--- config.mk ---
export PLATFORM = sky130hd
export DESIGN_NAME = id_stage
export DESIGN_NICKNAME = d
export VERILOG_FILES = /design/src/hw/rv_isa_pkg.sv /design/src/hw/id_pipe_pkg.sv /design/src/hw/id_ex_register.sv /design/src/hw/id_stage.sv /design/src/hw/instr_decoder.sv /design/src/hw/operand_select.sv
export SDC_FILE = /design/constraint.sdc
export NUM_CORES = 1
export LEC_CHECK = 0
export ABC_CLOCK_PERIOD_IN_PS = 3400
export BUFFER_PORTS_ARGS = -buffer_cell sky130_fd_sc_hd__clkbuf_2
export CAP_MARGIN = 20
export CORE_UTILIZATION = 45
export CTS_CLUSTER_DIAMETER = 120
export DETAILED_ROUTE_END_ITERATION = 6
export PLACE_DENSITY = 0.68
export SETUP_SLACK_MARGIN = 0.1
export SYNTH_ARGS = -nofsm -noshare
export SYNTH_HDL_FRONTEND = slang
export SYNTH_SLANG_ARGS = --single-unit
--- constraint.sdc ---
create_clock -name clk -period 3.4 [get_ports clk]
set_input_delay 0 -clock clk [delete_from_list [all_inputs] [get_ports clk]]
set_output_delay 0 -clock clk [all_outputs]
set_load 0.005 [all_outputs]
--- src/hw/rv_isa_pkg.sv ---
/*
  RV32I base integer encodings used by the decode stage.
  Only uncompressed 32-bit instructions are covered; no M, A, CSR or system opcodes.
*/
package rv_isa_pkg;

  // Data path and PC width
  localparam int unsigned XLEN = 32;

  typedef logic [4:0] reg_addr_t;

  // Field positions inside the instruction word
  localparam int unsigned RS1_MSB    = 19;
  localparam int unsigned RS1_LSB    = 15;
  localparam int unsigned RS2_MSB    = 24;
  localparam int unsigned RS2_LSB    = 20;
  localparam int unsigned RD_MSB     = 11;
  localparam int unsigned RD_LSB     = 7;
  localparam int unsigned OPCODE_MSB = 6;
  localparam int unsigned OPCODE_LSB = 0;

  // Link address step, no compressed support
  localparam logic [XLEN-1:0] PC_INCR = 32'd4;

  ////////////////////////////////////////
  // Major opcodes
  ////////////////////////////////////////
  typedef enum logic [6:0] {
    OPC_OP     = 7'b0110011,
    OPC_OP_IMM = 7'b0010011,
    OPC_LUI    = 7'b0110111,
    OPC_AUIPC  = 7'b0010111,
    OPC_JAL    = 7'b1101111,
    OPC_JALR   = 7'b1100111,
    OPC_BRANCH = 7'b1100011,
    OPC_LOAD   = 7'b0000011,
    OPC_STORE  = 7'b0100011
  } opcode_e;

  // ALU operations, branch compares share the same encoding space
  typedef enum logic [3:0] {
    ALU_ADD, ALU_SUB, ALU_SLL, ALU_SLT, ALU_SLTU, ALU_XOR, ALU_SRL, ALU_SRA,
    ALU_OR, ALU_AND, ALU_EQ, ALU_NE, ALU_LT, ALU_GE, ALU_LTU, ALU_GEU
  } alu_op_e;

  ////////////////////////////////////////
  // Operand and immediate selects
  ////////////////////////////////////////
  typedef enum logic [1:0] {OP_A_REG, OP_A_PC, OP_A_ZERO} op_a_sel_e;

  typedef enum logic [1:0] {OP_B_REG, OP_B_IMM, OP_B_PCINCR} op_b_sel_e;

  typedef enum logic [2:0] {IMM_I, IMM_S, IMM_B, IMM_U, IMM_J} imm_sel_e;

endpackage

--- src/hw/id_pipe_pkg.sv ---
/*
  Pipeline records around the decode stage.
  Depends on rv_isa_pkg, which must be compiled first.
*/
package id_pipe_pkg;

  // Source of an operand, set by the controller's hazard logic
  typedef enum logic [1:0] {REGFILE, FW_EX, FW_WB} fw_sel_e;

  typedef struct packed {
    fw_sel_e operand_a_sel;
    fw_sel_e operand_b_sel;
  } byp_ctrl_t;

  typedef struct packed {
    logic halt_id;
    logic kill_id;
  } ctrl_fsm_t;

  ////////////////////////////////////////
  // IF/ID and ID/EX records
  ////////////////////////////////////////
  typedef struct packed {
    logic                            instr_valid;
    logic [rv_isa_pkg::XLEN-1:0]     pc;
    logic [31:0]                     instr;
  } if_id_t;

  typedef struct packed {
    logic                            instr_valid;
    logic                            alu_en;
    rv_isa_pkg::alu_op_e             alu_op;
    logic [rv_isa_pkg::XLEN-1:0]     alu_operand_a;
    logic [rv_isa_pkg::XLEN-1:0]     alu_operand_b;
    logic [rv_isa_pkg::XLEN-1:0]     operand_c;
    logic                            rf_we;
    rv_isa_pkg::reg_addr_t           rf_waddr;
    logic                            lsu_en;
    logic                            lsu_we;
    logic [1:0]                      lsu_size;
    logic                            lsu_sign_ext;
    logic                            branch_in_ex;
    logic                            illegal_insn;
    logic [rv_isa_pkg::XLEN-1:0]     pc;
  } id_ex_t;

  // Decoder output, consumed inside the stage only
  typedef struct packed {
    logic                            alu_en;
    rv_isa_pkg::alu_op_e             alu_op;
    logic                            rf_we;
    rv_isa_pkg::reg_addr_t           rf_waddr;
    logic                            rf_re_a;
    logic                            rf_re_b;
    logic                            lsu_en;
    logic                            lsu_we;
    logic [1:0]                      lsu_size;
    logic                            lsu_sign_ext;
    logic                            illegal_insn;
    rv_isa_pkg::op_a_sel_e           op_a_sel;
    rv_isa_pkg::op_b_sel_e           op_b_sel;
    rv_isa_pkg::imm_sel_e            imm_sel;
    logic                            is_jalr;
    logic                            is_branch;
    logic [rv_isa_pkg::XLEN-1:0]     imm_i;
    logic [rv_isa_pkg::XLEN-1:0]     imm_s;
    logic [rv_isa_pkg::XLEN-1:0]     imm_b;
    logic [rv_isa_pkg::XLEN-1:0]     imm_u;
    logic [rv_isa_pkg::XLEN-1:0]     imm_j;
  } decode_t;

endpackage

--- src/hw/id_ex_register.sv ---
/*
  ID/EX pipeline register and stage ready.
  Bubbles only clear instr_valid; the rest of the record keeps its old value.
*/
module id_ex_register (
  input  logic                          clk,
  input  logic                          rst_n,
  input  id_pipe_pkg::if_id_t           if_id_i,
  input  id_pipe_pkg::ctrl_fsm_t        ctrl_fsm_i,
  input  logic                          ex_ready_i,
  input  id_pipe_pkg::decode_t          dec_i,
  input  logic [rv_isa_pkg::XLEN-1:0]   alu_operand_a_i,
  input  logic [rv_isa_pkg::XLEN-1:0]   alu_operand_b_i,
  input  logic [rv_isa_pkg::XLEN-1:0]   operand_c_i,
  output id_pipe_pkg::id_ex_t           id_ex_o,
  output logic                          id_ready_o
);

  logic instr_valid;

  // Halt and kill both turn the instruction in ID into a bubble
  assign instr_valid = if_id_i.instr_valid && !ctrl_fsm_i.halt_id && !ctrl_fsm_i.kill_id;

  // Kill flushes ID, so it frees the stage even under back-pressure
  assign id_ready_o = ctrl_fsm_i.kill_id || (ex_ready_i && !ctrl_fsm_i.halt_id);

  always_ff @(posedge clk or negedge rst_n) begin
    if (!rst_n) begin
      id_ex_o <= '0;
    end else if (ex_ready_i) begin
      if (instr_valid) begin
        id_ex_o.instr_valid   <= 1'b1;
        id_ex_o.alu_en        <= dec_i.alu_en;
        id_ex_o.alu_op        <= dec_i.alu_op;
        id_ex_o.alu_operand_a <= alu_operand_a_i;
        id_ex_o.alu_operand_b <= alu_operand_b_i;
        id_ex_o.operand_c     <= operand_c_i;
        id_ex_o.rf_we         <= dec_i.rf_we;
        id_ex_o.rf_waddr      <= dec_i.rf_waddr;
        id_ex_o.lsu_en        <= dec_i.lsu_en;
        id_ex_o.lsu_we        <= dec_i.lsu_we;
        id_ex_o.lsu_size      <= dec_i.lsu_size;
        id_ex_o.lsu_sign_ext  <= dec_i.lsu_sign_ext;
        id_ex_o.branch_in_ex  <= dec_i.is_branch;
        id_ex_o.illegal_insn  <= dec_i.illegal_insn;
        id_ex_o.pc            <= if_id_i.pc;
      end else begin
        id_ex_o.instr_valid   <= 1'b0;
      end
    end
  end

endmodule

--- src/hw/id_stage.sv ---
/*
  RV32I decode stage top. The register file sits outside the stage;
  read addresses and enables follow the IF/ID input in the same cycle.
*/
module id_stage (
  input  logic                          clk,
  input  logic                          rst_n,
  input  id_pipe_pkg::if_id_t           if_id_i,
  input  id_pipe_pkg::byp_ctrl_t        byp_ctrl_i,
  input  id_pipe_pkg::ctrl_fsm_t        ctrl_fsm_i,
  input  logic [rv_isa_pkg::XLEN-1:0]   rf_rdata_a_i,
  input  logic [rv_isa_pkg::XLEN-1:0]   rf_rdata_b_i,
  input  logic [rv_isa_pkg::XLEN-1:0]   rf_wdata_ex_i,
  input  logic [rv_isa_pkg::XLEN-1:0]   rf_wdata_wb_i,
  input  logic                          ex_ready_i,
  output rv_isa_pkg::reg_addr_t         rf_raddr_a_o,
  output rv_isa_pkg::reg_addr_t         rf_raddr_b_o,
  output logic                          rf_re_a_o,
  output logic                          rf_re_b_o,
  output logic [rv_isa_pkg::XLEN-1:0]   jmp_target_o,
  output id_pipe_pkg::id_ex_t           id_ex_o,
  output logic                          id_ready_o
);

  id_pipe_pkg::decode_t        dec;
  logic [rv_isa_pkg::XLEN-1:0] alu_operand_a;
  logic [rv_isa_pkg::XLEN-1:0] alu_operand_b;
  logic [rv_isa_pkg::XLEN-1:0] operand_c;

  // Source register addresses
  assign rf_raddr_a_o = if_id_i.instr[rv_isa_pkg::RS1_MSB:rv_isa_pkg::RS1_LSB];
  assign rf_raddr_b_o = if_id_i.instr[rv_isa_pkg::RS2_MSB:rv_isa_pkg::RS2_LSB];
  assign rf_re_a_o    = dec.rf_re_a;
  assign rf_re_b_o    = dec.rf_re_b;

  instr_decoder i_instr_decoder (
    .instr_i (if_id_i.instr),
    .dec_o   (dec)
  );

  operand_select i_operand_select (
    .dec_i           (dec),
    .pc_i            (if_id_i.pc),
    .byp_ctrl_i      (byp_ctrl_i),
    .rf_rdata_a_i    (rf_rdata_a_i),
    .rf_rdata_b_i    (rf_rdata_b_i),
    .rf_wdata_ex_i   (rf_wdata_ex_i),
    .rf_wdata_wb_i   (rf_wdata_wb_i),
    .alu_operand_a_o (alu_operand_a),
    .alu_operand_b_o (alu_operand_b),
    .operand_c_o     (operand_c),
    .jmp_target_o    (jmp_target_o)
  );

  id_ex_register i_id_ex_register (
    .clk             (clk),
    .rst_n           (rst_n),
    .if_id_i         (if_id_i),
    .ctrl_fsm_i      (ctrl_fsm_i),
    .ex_ready_i      (ex_ready_i),
    .dec_i           (dec),
    .alu_operand_a_i (alu_operand_a),
    .alu_operand_b_i (alu_operand_b),
    .operand_c_i     (operand_c),
    .id_ex_o         (id_ex_o),
    .id_ready_o      (id_ready_o)
  );

endmodule

--- src/hw/instr_decoder.sv ---
/*
  Combinational RV32I decoder; any opcode or funct field outside the base
  set is flagged illegal and loses its register write and memory access.
*/
module instr_decoder (
  input  logic [31:0]          instr_i,
  output id_pipe_pkg::decode_t dec_o
);

  rv_isa_pkg::opcode_e opcode;
  logic [2:0]          funct3;
  logic [6:0]          funct7;
  logic                is_reg;

  assign opcode = rv_isa_pkg::opcode_e'(instr_i[rv_isa_pkg::OPCODE_MSB:rv_isa_pkg::OPCODE_LSB]);
  assign funct3 = instr_i[14:12];
  assign funct7 = instr_i[31:25];
  assign is_reg = (opcode == rv_isa_pkg::OPC_OP);

  ////////////////////////////////////////
  // Immediates, all sign extended
  ////////////////////////////////////////
  assign dec_o.imm_i = {{20{instr_i[31]}}, instr_i[31:20]};
  assign dec_o.imm_s = {{20{instr_i[31]}}, instr_i[31:25], instr_i[11:7]};
  assign dec_o.imm_b = {{19{instr_i[31]}}, instr_i[31], instr_i[7], instr_i[30:25],
                        instr_i[11:8], 1'b0};
  assign dec_o.imm_u = {instr_i[31:12], 12'b0};
  assign dec_o.imm_j = {{11{instr_i[31]}}, instr_i[31], instr_i[19:12], instr_i[20],
                        instr_i[30:21], 1'b0};

  assign dec_o.rf_waddr = instr_i[rv_isa_pkg::RD_MSB:rv_isa_pkg::RD_LSB];

  ////////////////////////////////////////
  // Control decode
  ////////////////////////////////////////
  always_comb begin
    dec_o.alu_en       = 1'b1;
    dec_o.alu_op       = rv_isa_pkg::ALU_ADD;
    dec_o.op_a_sel     = rv_isa_pkg::OP_A_REG;
    dec_o.op_b_sel     = rv_isa_pkg::OP_B_IMM;
    dec_o.imm_sel      = rv_isa_pkg::IMM_I;
    dec_o.rf_we        = 1'b0;
    dec_o.rf_re_a      = 1'b0;
    dec_o.rf_re_b      = 1'b0;
    dec_o.lsu_en       = 1'b0;
    dec_o.lsu_we       = 1'b0;
    // Size and sign follow funct3 directly for loads and stores
    dec_o.lsu_size     = funct3[1:0];
    dec_o.lsu_sign_ext = !funct3[2];
    dec_o.is_jalr      = 1'b0;
    dec_o.is_branch    = 1'b0;
    dec_o.illegal_insn = 1'b0;

    unique case (opcode)
      rv_isa_pkg::OPC_OP, rv_isa_pkg::OPC_OP_IMM: begin
        dec_o.rf_we    = 1'b1;
        dec_o.rf_re_a  = 1'b1;
        dec_o.rf_re_b  = is_reg;
        dec_o.op_b_sel = is_reg ? rv_isa_pkg::OP_B_REG : rv_isa_pkg::OP_B_IMM;
        unique case (funct3)
          3'b000:  dec_o.alu_op = (is_reg && funct7[5]) ? rv_isa_pkg::ALU_SUB : rv_isa_pkg::ALU_ADD;
          3'b001:  dec_o.alu_op = rv_isa_pkg::ALU_SLL;
          3'b010:  dec_o.alu_op = rv_isa_pkg::ALU_SLT;
          3'b011:  dec_o.alu_op = rv_isa_pkg::ALU_SLTU;
          3'b100:  dec_o.alu_op = rv_isa_pkg::ALU_XOR;
          3'b101:  dec_o.alu_op = funct7[5] ? rv_isa_pkg::ALU_SRA : rv_isa_pkg::ALU_SRL;
          3'b110:  dec_o.alu_op = rv_isa_pkg::ALU_OR;
          default: dec_o.alu_op = rv_isa_pkg::ALU_AND;
        endcase
        // funct7 may only be 0x20 for SUB and SRA/SRAI; shifts by immediate check it too
        if (is_reg || funct3 == 3'b001 || funct3 == 3'b101) begin
          dec_o.illegal_insn = !((funct7 == 7'h00) ||
            (funct7 == 7'h20 && (funct3 == 3'b101 || (is_reg && funct3 == 3'b000))));
        end
      end
      rv_isa_pkg::OPC_LUI, rv_isa_pkg::OPC_AUIPC: begin
        dec_o.rf_we    = 1'b1;
        dec_o.imm_sel  = rv_isa_pkg::IMM_U;
        dec_o.op_a_sel = (opcode == rv_isa_pkg::OPC_LUI) ? rv_isa_pkg::OP_A_ZERO :
                                                           rv_isa_pkg::OP_A_PC;
      end
      rv_isa_pkg::OPC_JAL, rv_isa_pkg::OPC_JALR: begin
        // ALU produces the link address PC + 4
        dec_o.rf_we        = 1'b1;
        dec_o.op_a_sel     = rv_isa_pkg::OP_A_PC;
        dec_o.op_b_sel     = rv_isa_pkg::OP_B_PCINCR;
        dec_o.imm_sel      = rv_isa_pkg::IMM_J;
        dec_o.is_jalr      = (opcode == rv_isa_pkg::OPC_JALR);
        dec_o.rf_re_a      = dec_o.is_jalr;
        dec_o.illegal_insn = dec_o.is_jalr && (funct3 != 3'b000);
      end
      rv_isa_pkg::OPC_BRANCH: begin
        dec_o.rf_re_a   = 1'b1;
        dec_o.rf_re_b   = 1'b1;
        dec_o.is_branch = 1'b1;
        dec_o.op_b_sel  = rv_isa_pkg::OP_B_REG;
        dec_o.imm_sel   = rv_isa_pkg::IMM_B;
        unique case (funct3)
          3'b000:  dec_o.alu_op = rv_isa_pkg::ALU_EQ;
          3'b001:  dec_o.alu_op = rv_isa_pkg::ALU_NE;
          3'b100:  dec_o.alu_op = rv_isa_pkg::ALU_LT;
          3'b101:  dec_o.alu_op = rv_isa_pkg::ALU_GE;
          3'b110:  dec_o.alu_op = rv_isa_pkg::ALU_LTU;
          3'b111:  dec_o.alu_op = rv_isa_pkg::ALU_GEU;
          default: dec_o.illegal_insn = 1'b1;
        endcase
      end
      rv_isa_pkg::OPC_LOAD: begin
        dec_o.rf_we        = 1'b1;
        dec_o.rf_re_a      = 1'b1;
        dec_o.lsu_en       = 1'b1;
        // LB LH LW LBU LHU only
        dec_o.illegal_insn = (funct3 == 3'b011) || (funct3[2:1] == 2'b11);
      end
      rv_isa_pkg::OPC_STORE: begin
        dec_o.rf_re_a      = 1'b1;
        dec_o.rf_re_b      = 1'b1;
        dec_o.lsu_en       = 1'b1;
        dec_o.lsu_we       = 1'b1;
        dec_o.imm_sel      = rv_isa_pkg::IMM_S;
        dec_o.illegal_insn = funct3[2] || (funct3[1:0] == 2'b11);
      end
      default: begin
        dec_o.alu_en       = 1'b0;
        dec_o.illegal_insn = 1'b1;
      end
    endcase

    // Illegal instructions must not change architectural state
    if (dec_o.illegal_insn) begin
      dec_o.rf_we  = 1'b0;
      dec_o.lsu_en = 1'b0;
    end
  end

endmodule

--- src/hw/operand_select.sv ---
/*
  Operand forwarding and selection for the ID/EX record, plus jump target.
  Purely combinational; forward selects come straight from the controller.
*/
module operand_select (
  input  id_pipe_pkg::decode_t          dec_i,
  input  logic [rv_isa_pkg::XLEN-1:0]   pc_i,
  input  id_pipe_pkg::byp_ctrl_t        byp_ctrl_i,
  input  logic [rv_isa_pkg::XLEN-1:0]   rf_rdata_a_i,
  input  logic [rv_isa_pkg::XLEN-1:0]   rf_rdata_b_i,
  input  logic [rv_isa_pkg::XLEN-1:0]   rf_wdata_ex_i,
  input  logic [rv_isa_pkg::XLEN-1:0]   rf_wdata_wb_i,
  output logic [rv_isa_pkg::XLEN-1:0]   alu_operand_a_o,
  output logic [rv_isa_pkg::XLEN-1:0]   alu_operand_b_o,
  output logic [rv_isa_pkg::XLEN-1:0]   operand_c_o,
  output logic [rv_isa_pkg::XLEN-1:0]   jmp_target_o
);

  logic [rv_isa_pkg::XLEN-1:0] operand_a_fw;
  logic [rv_isa_pkg::XLEN-1:0] operand_b_fw;
  logic [rv_isa_pkg::XLEN-1:0] imm;
  logic [rv_isa_pkg::XLEN-1:0] bch_target;
  logic                        is_jal;

  // Same forwarding mux for both source ports
  function automatic logic [rv_isa_pkg::XLEN-1:0] fw_mux(
    input id_pipe_pkg::fw_sel_e        sel,
    input logic [rv_isa_pkg::XLEN-1:0] rf_data,
    input logic [rv_isa_pkg::XLEN-1:0] ex_data,
    input logic [rv_isa_pkg::XLEN-1:0] wb_data
  );
    case (sel)
      id_pipe_pkg::FW_EX: return ex_data;
      id_pipe_pkg::FW_WB: return wb_data;
      default:            return rf_data;
    endcase
  endfunction

  assign operand_a_fw = fw_mux(byp_ctrl_i.operand_a_sel, rf_rdata_a_i, rf_wdata_ex_i,
                               rf_wdata_wb_i);
  assign operand_b_fw = fw_mux(byp_ctrl_i.operand_b_sel, rf_rdata_b_i, rf_wdata_ex_i,
                               rf_wdata_wb_i);

  ////////////////////////////////////////
  // Operand A and B
  ////////////////////////////////////////
  always_comb begin
    case (dec_i.op_a_sel)
      rv_isa_pkg::OP_A_PC:   alu_operand_a_o = pc_i;
      rv_isa_pkg::OP_A_ZERO: alu_operand_a_o = '0;
      default:               alu_operand_a_o = operand_a_fw;
    endcase
  end

  always_comb begin
    case (dec_i.imm_sel)
      rv_isa_pkg::IMM_S: imm = dec_i.imm_s;
      rv_isa_pkg::IMM_B: imm = dec_i.imm_b;
      rv_isa_pkg::IMM_U: imm = dec_i.imm_u;
      rv_isa_pkg::IMM_J: imm = dec_i.imm_j;
      default:           imm = dec_i.imm_i;
    endcase
  end

  always_comb begin
    case (dec_i.op_b_sel)
      rv_isa_pkg::OP_B_IMM:    alu_operand_b_o = imm;
      rv_isa_pkg::OP_B_PCINCR: alu_operand_b_o = rv_isa_pkg::PC_INCR;
      default:                 alu_operand_b_o = operand_b_fw;
    endcase
  end

  ////////////////////////////////////////
  // Operand C and control transfer targets
  ////////////////////////////////////////
  assign bch_target = pc_i + dec_i.imm_b;

  // Store data or branch target travel in operand C
  assign operand_c_o = (dec_i.lsu_en && dec_i.lsu_we) ? operand_b_fw :
                       dec_i.is_branch                ? bch_target   : '0;

  // JAL is the only link instruction that is not JALR
  assign is_jal = (dec_i.op_b_sel == rv_isa_pkg::OP_B_PCINCR) && !dec_i.is_jalr;

  always_comb begin
    if (dec_i.is_jalr) begin
      jmp_target_o = (operand_a_fw + dec_i.imm_i) & ~32'd1;
    end else if (is_jal) begin
      jmp_target_o = pc_i + dec_i.imm_j;
    end else begin
      jmp_target_o = bch_target;
    end
  end

endmodule

==> metrics.txt, run 1 <==
status completed; syn nets 2,006; largest net degree at the start of global routing around 130; Synth Instances about 1,700; Setup crit start kind input port; Gate power share 0.427; Final #Nets between 2,000 and 2,500; switching pwr between 2 and 3 mW; first-pass GRT wire length slightly above 90,000 um; max reg flops between 100 and 150; total power between 7 and 8 mW; Clock transition at path regs 0.07 ns; Slew @ Worst Pin 1.042 ns; asr flop ratio synth 1.000; Area after DPL about 16,000 um2; CTS HTree Levels 4; CORE AREA 28,090 um2; Final Setup Violations 0; grt ovf 0; Int Pwr between 4 and 5 mW; PwrDens around 430 nW/um2; Num CTS Buffers 17; Iteration-0 DRC Markers approximately 2,000; CP Class in2out; initial antenna violation count 2; Filler cells roughly 2,600; routed len/inst approximately 24 um; Clk pwr share 0.272; Req. time, crit path between 3 and 4 ns; crit path DAT between 3 and 4 ns; Period Utilization, post-route 0.9499; Max-slew headroom 0.3056; post-synthesis instance area between 10,000 and 15,000 um2; Clock Skews 0 ns; Worst VDD drop between 200 and 300 uV; fin area around 17,000 um2; Lkg Pwr roughly 8.4 nW; DR vias/cell 6.162; gr usage total 0.4179; Synth top area share 0.2839; leading post-synthesis cells by cell area dfrtp_1 28%, nand2_1 9.5%, ha_1 7.8%; vias after detailed routing 15,980; Starting Density 0.4614; CTS tree done; syn_area_per_cell around 7.5 um2; Main synth FF type dfrtp_1; GP Congestion 1.038; post-DP HPWL between 40,000 and 50,000 um; Residual DRC 0; first-pass iteration count of the detailed router 6; Row Count around 60; CTS Buffer Depth 2; R2R depth 1; Die X between 150 and 200 um; routed wire length 62,960 um; most flop-heavy register i_id_ex_register.id_ex_o; leading area contributor after synthesis dfrtp_1; RSZ-0062 raised after global routing yes; post-synthesis sequential area ratio 0.2839; switching share of power 0.3999; Final Util 0.6226; Synth cell types just under 90; layout cell share with drive strength beyond 1 0.3071; die area 29,480 um2; Final min period around 3.2 ns; Routed Antenna Nets 0; CP endpoint kind output port; Yosys reg bits between 100 and 150; Final Hold Fails 0; vias in the first global route between 10,000 and 15,000; hold crit path type in2reg; port bufs 393; Seq pwr share 0.301; EDFF count, synth 0; Root Driver clkbuf_16; hold depth 3; Top Registers i_id_ex_register.id_ex_o x147; maximum clock frequency between 300 and 400 MHz; die outline height around 170 um; Layout Area Growth over Synthesis 34.95%; Clock Latency Late Sink ~0.45 ns; # Max-Cap Violations 0; Clock Sinks between 100 and 150; YS warnings 0; crit path max fanout 5; IO Pins about 390; pins over their slew limit 0
## Yosys cell counts (37+ instances only)
| master | number |
|---|---|
| a221oi_1 | 60 |
| a22oi_1 | 70 |
| clkbuf_1 | 93 |
| nor2_1 | 195 |
| xnor2_1 | 37 |
| inv_1 | 37 |
| xor2_1 | 45 |
| nand2_1 | 328 |
| dfrtp_1 | 147 |
| a21oi_1 | 134 |
| ha_1 | 81 |
| o21ai_0 | 153 |
## final cells by class
| type | instances | area, um2 | share of cell area |
|---|---|---|---|
| multi-input combinational | 1402 | 8847 | 0.5059 |
| timing repair buffer | 596 | 3750 | 0.2144 |
| sequential | 147 | 3679 | 0.2103 |
| tap | 378 | 473.0 | 0.02704 |
| clock buffer | 18 | 439.2 | 0.02511 |
| clock inverter | 14 | 158.9 | 0.009086 |
| inverter | 37 | 138.9 | 0.007942 |
| antenna | 1 | 2.502 | 0.0001431 |
## power by group through the flow
stage	Clock, mW	Combinational, mW	Sequential (mW)
5_1_grt	2.08	3.43	2.28
6_report	2.03	3.19	2.25
3_3_place_gp	0	2.91	2.27
4_1_cts	2.03	3.01	2.24
2_1_floorplan	0	1.48	2.27
3_5_place_dp	0	2.93	2.27
## critical path: stages
cell and delay, ns:
clkbuf_2 0.15, inv_2 0.06, ha_4 0.16, buf_6 0.12
a22oi_2 0.16, o21ai_2 0.09, buf_4 0.14, ha_1 0.30
a41oi_2 0.23, o31ai_4 0.12, a31o_2 0.24, buf_4 0.15
o21a_1 0.19, nor2_4 0.18, o41ai_4 0.10, a311oi_2 0.32
xor2_1 0.27, a21oi_1 0.10, clkbuf_2 0.12
## cells in the final DEF, fill, tap and decap left out, types with 13 or more instances in the layout
| master | n |
|---|---|
| clkbuf_2 | 386 |
| ha_1 | 71 |
| o21ai_1 | 20 |
| a21oi_1 | 126 |
| a221oi_1 | 59 |
| nand3_1 | 18 |
| xor2_1 | 45 |
| a31oi_1 | 17 |
| a211oi_1 | 13 |
| inv_1 | 35 |
| nor3_1 | 17 |
| a22oi_1 | 64 |
| a21o_1 | 18 |
| nor2_1 | 192 |
| dfrtp_1 | 147 |
| dlygate4sd3_1 | 45 |
| buf_4 | 146 |
| xnor2_1 | 37 |
| clkbuf_16 | 19 |
| o21ai_0 | 133 |
| nand2_1 | 327 |
## cells by family (layout without fill, tap and decap cells)
kind of cell    Yosys count  after routing  share of synthesized area
mux                      11             11                   0.008497
xor+xnor                 82             82                    0.05542
buf+inv                 171            665                    0.06121
flops                   147            147                     0.2839
simple gates            634            634                     0.2061
compound gates          591            591                     0.3020
other cells               0              1                          0
fa+ha+maj                84             84                    0.08284
## stage by stage
| step | setup slack, ns | setup TNS (ns) | hold slack (ns) | instances |
|---|---|---|---|---|
| floorplan | 0.4248 | 0 | -0.2956 | 1720 |
| global placement | -0.1566 | -0.4617 | 0.1001 | 2506 |
| detailed placement | -0.2372 | -0.8598 | 0.1115 | 2506 |
| CTS | 0.09987 | 0 | 0.002805 | 2584 |
| global route | 0.05758 | 0 | 0.02086 | 2593 |
| finish | 0.1705 | 0 | 0.009535 | 2593 |
## path summary, 6_finish.rpt
check	end	startpoint	slack (ns)
setup reg to reg	i_id_ex_register.id_ex_o[66]	i_id_ex_register.id_ex_o[66]	2.54
min in group asynchronous	i_id_ex_register.id_ex_o[127]	rst_n	0.16
hold reg to reg	i_id_ex_register.id_ex_o[32]	i_id_ex_register.id_ex_o[32]	0.47
max in group asynchronous	i_id_ex_register.id_ex_o[64]	rst_n	2.35
hold / removal	i_id_ex_register.id_ex_o[124]	if_id_i[47]	0.01
setup / recovery	jmp_target_o[19]	byp_ctrl_i[3]	0.17
## metal layers
layer | share of wire | vias up | track usage
li1 | - | 7169 | -
met4 | 0.054 | 2 | 0.2209
met1 | 0.40 | 7555 | 0.5395
met3 | 0.10 | 193 | 0.09112
met2 | 0.44 | 1058 | 0.6506
met5 | 0.00019 | - | 0
## what timing repair did
item                                    4_1_cts  5_1_grt
buffers inserted                              1        6
hold buffers                                 45        0
endpoints found under the setup margin        9       17
resized for setup                            23       74
hold endpoints to repair                    147        0
pin swaps                                     5       36
gates cloned                                  0        2
(Power assumes the default switching activity.)
==> run 2, diff against run 1 <==
ABC_AREA = 1   (was not set)
PLACE_DENSITY = 0.67   (was 0.68)
==> run 2 against run 1 <==
  * Via count up 18%
  * Final cell count up 21%
  * Sequential power about the same
  * Cell area up 2.8%
  * Hold slack better by 0.013 ns
  * Die area up 10%
  * Sequential share of layout area down 0.57 points
  * Non-clock buffer count down 100
  * Global-route usage up 2.2 points
  * Power down 3.0%
  * Critical path type unchanged
==> metrics.txt, run 2 <==
die outline height 180.2 um; Root Driver clkbuf_16; Worst VDD drop 375.0 uV; Yosys reg bits between 100 and 150; Critical R2R Capture i_id_ex_register.id_ex_o[111]; Final Setup Violations 0; grt ovf 0; Clock transition at path regs 0.07 ns; Final Util 0.5815; Final Hold Fails 0; Lkg Pwr between 9 and 10 nW; crit path max fanout 23; Residual DRC 0; Slew @ Worst Pin between 0.8 and 0.9 ns; final setup TNS 0 ns; syn nets 2,598; Synth cell types 43; vias after detailed routing around 19,000; Num CTS Buffers 17; most flop-heavy register i_id_ex_register.id_ex_o; Max-slew headroom 0.4198; Worst R2R Start i_id_ex_register.id_ex_o[111]; Layout Area Growth over Synthesis 25.74%; HP Start rf_rdata_b_i[8]; Final #Nets a little over 3,000; most frequent cells in the layout 730 x nand2_1, 392 x clkbuf_2, 244 x inv_1, 218 x nand3_1, 198 x nor2_1; Period Utilization, post-route 0.9274; die area 32,480 um2; Iteration-0 DRC Markers about 2,800; most frequent cell after synthesis nand2_1; R2R setup slack about 2.0 ns; Post-synth top cells 730 x nand2_1, 244 x inv_1, 218 x nand3_1; CP Class in2out; maximum clock frequency between 300 and 400 MHz; layout cell share with drive strength beyond 1 0.1816; hold crit path type in2reg; Top Registers i_id_ex_register.id_ex_o x147; CORE AREA roughly 31,000 um2; routed wire length about 72,000 um; Main synth FF type dfrtp_1; fin area 17,970 um2; Synth Instances roughly 2,300; largest net degree at the start of global routing 151; max reg flops 147; post-synthesis instance area approximately 14,000 um2; leading area contributor after synthesis dfrtp_1; placed insts 3,042; R2R depth 3; Setup crit start kind input port; PwrDens a little over 400 nW/um2; Area after DPL approximately 17,000 um2; routed len/inst between 20 and 25 um; Clock Sinks 147; IO Pins between 300 and 400; Die X ~180 um; port bufs 393; register area approximately 3700 um2; Filler cells about 3,000; CTS HTree Levels 4; CTS tree done; pins over their slew limit 0; non-filler cells, final 3,140; DP Worst Slack 0.2067 ns; gr usage total 0.4396; RSZ-0062 raised after global routing no; vias in the first global route 17,400; # Max-Cap Violations 0; initial antenna violation count 0; EDFF count, synth 0; first-pass iteration count of the detailed router 7; DR vias/cell ~6; asr flop ratio synth 1.000; Clock Latency Late Sink 0.45 ns; CP endpoint kind output port; leading post-synthesis cells by cell area dfrtp_1 26%, nand2_1 19%, nand3_1 7.6%; Final min period between 3 and 4 ns; hold depth 5; area of the multi-input gates ~9300 um2; first-pass GRT wire length about 110,000 um; total power around 7.3 mW; crit path DAT around 3.2 ns; post-synthesis sequential area ratio 0.2573; Routed Antenna Nets 0; Clock Skews 0 ns; YS warnings 0; Req. time, crit path 3.40 ns; CTS Buffer Depth 2; post-DP HPWL between 50,000 and 60,000 um; Starting Density 0.4625; Synth top area share 0.2573; commonest non-fill, non-tap cell in the layout nand2_1; WHS approximately 0.022 ns; Row Count 64; syn_area_per_cell between 6 and 7 um2; GP Congestion 1.051; final worst slack 0.2470 ns; hold path endpoint i_id_ex_register.id_ex_o[53]; status completed
run 2: cell count changes after synthesis, moves of 31 or more:
| cell | delta |
|---|---|
| a221oi_1 | -60 |
| a22oi_1 | -70 |
| inv_1 | +207 |
| nand2_1 | +402 |
| nand3_1 | +199 |
| xnor2_1 | -31 |
run 2: cells by family after synthesis:
family / count (synthesis) / synth area share
buffers and inverters: 351 / 0.09584
DFF: 147 / 0.2573
AOI/OAI and AO/OA: 447 / 0.1854
and+or+nand+nor: 1259 / 0.3716
xor gates and xnor gates: 24 / 0.01470
adders and majority gates: 84 / 0.07510
run 2: worst max-delay path: stages:
cell      delay, ns
clkbuf_2       0.10
inv_1          0.04
ha_2           0.33
buf_4          0.29
a221o_1        0.17
o21ai_1        0.19
fa_1           0.50
o21ai_0        0.27
buf_4          0.20
nand2_1        0.05
nand2_1        0.14
nand2_1        0.07
nand2_1        0.13
nand3_1        0.19
nand3b_1       0.15
nand3_1        0.10
nand3_1        0.11
clkbuf_2       0.12
run 2: power by group:
| group | switching, mW | leakage [nW] | internal [mW] |
|---|---|---|---|
| clock network | 0.913 | 0.287 | 1.12 |
| registers | 0.211 | 1.85 | 2.02 |
| logic | 1.87 | 7.40 | 1.12 |
run 2: worst max-delay path by stage:
stage                  startpoint               end  slack (ns)
floorplan           byp_ctrl_i[2]  jmp_target_o[18]        1.03
global placement    byp_ctrl_i[2]  jmp_target_o[13]        0.27
detailed placement  byp_ctrl_i[2]  jmp_target_o[13]        0.21
CTS                 byp_ctrl_i[2]  jmp_target_o[13]        0.19
global route          if_id_i[33]  jmp_target_o[29]        0.10
finish              byp_ctrl_i[2]  jmp_target_o[28]        0.25
run 2: metal layers:
metal  vias up  share of wire  global-route usage
met5         -              0                   0
met4         0          0.062              0.2427
met3       238           0.11             0.08630
met2      1389           0.43              0.6705
met1      8693           0.40              0.5833
li1       8535              -                   -
run 2: area by class of cell:
class / count / share of cell area
Antenna cell: 1 / 0.0001392
Timing Repair Buffer: 496 / 0.1659
Tap cell: 396 / 0.02757
Sequential cell: 147 / 0.2047
Clock inverter: 12 / 0.008075
Multi-Input combinational cell: 1814 / 0.5157
Clock buffer: 20 / 0.02485
Inverter: 254 / 0.05318
run 2: repair_timing:
action,in CTS,in global routing
hold buffers,64,0
setup endpoints to repair,0,21
buffers inserted,0,1
resized for setup,0,5
endpoints found under the hold margin,168,0
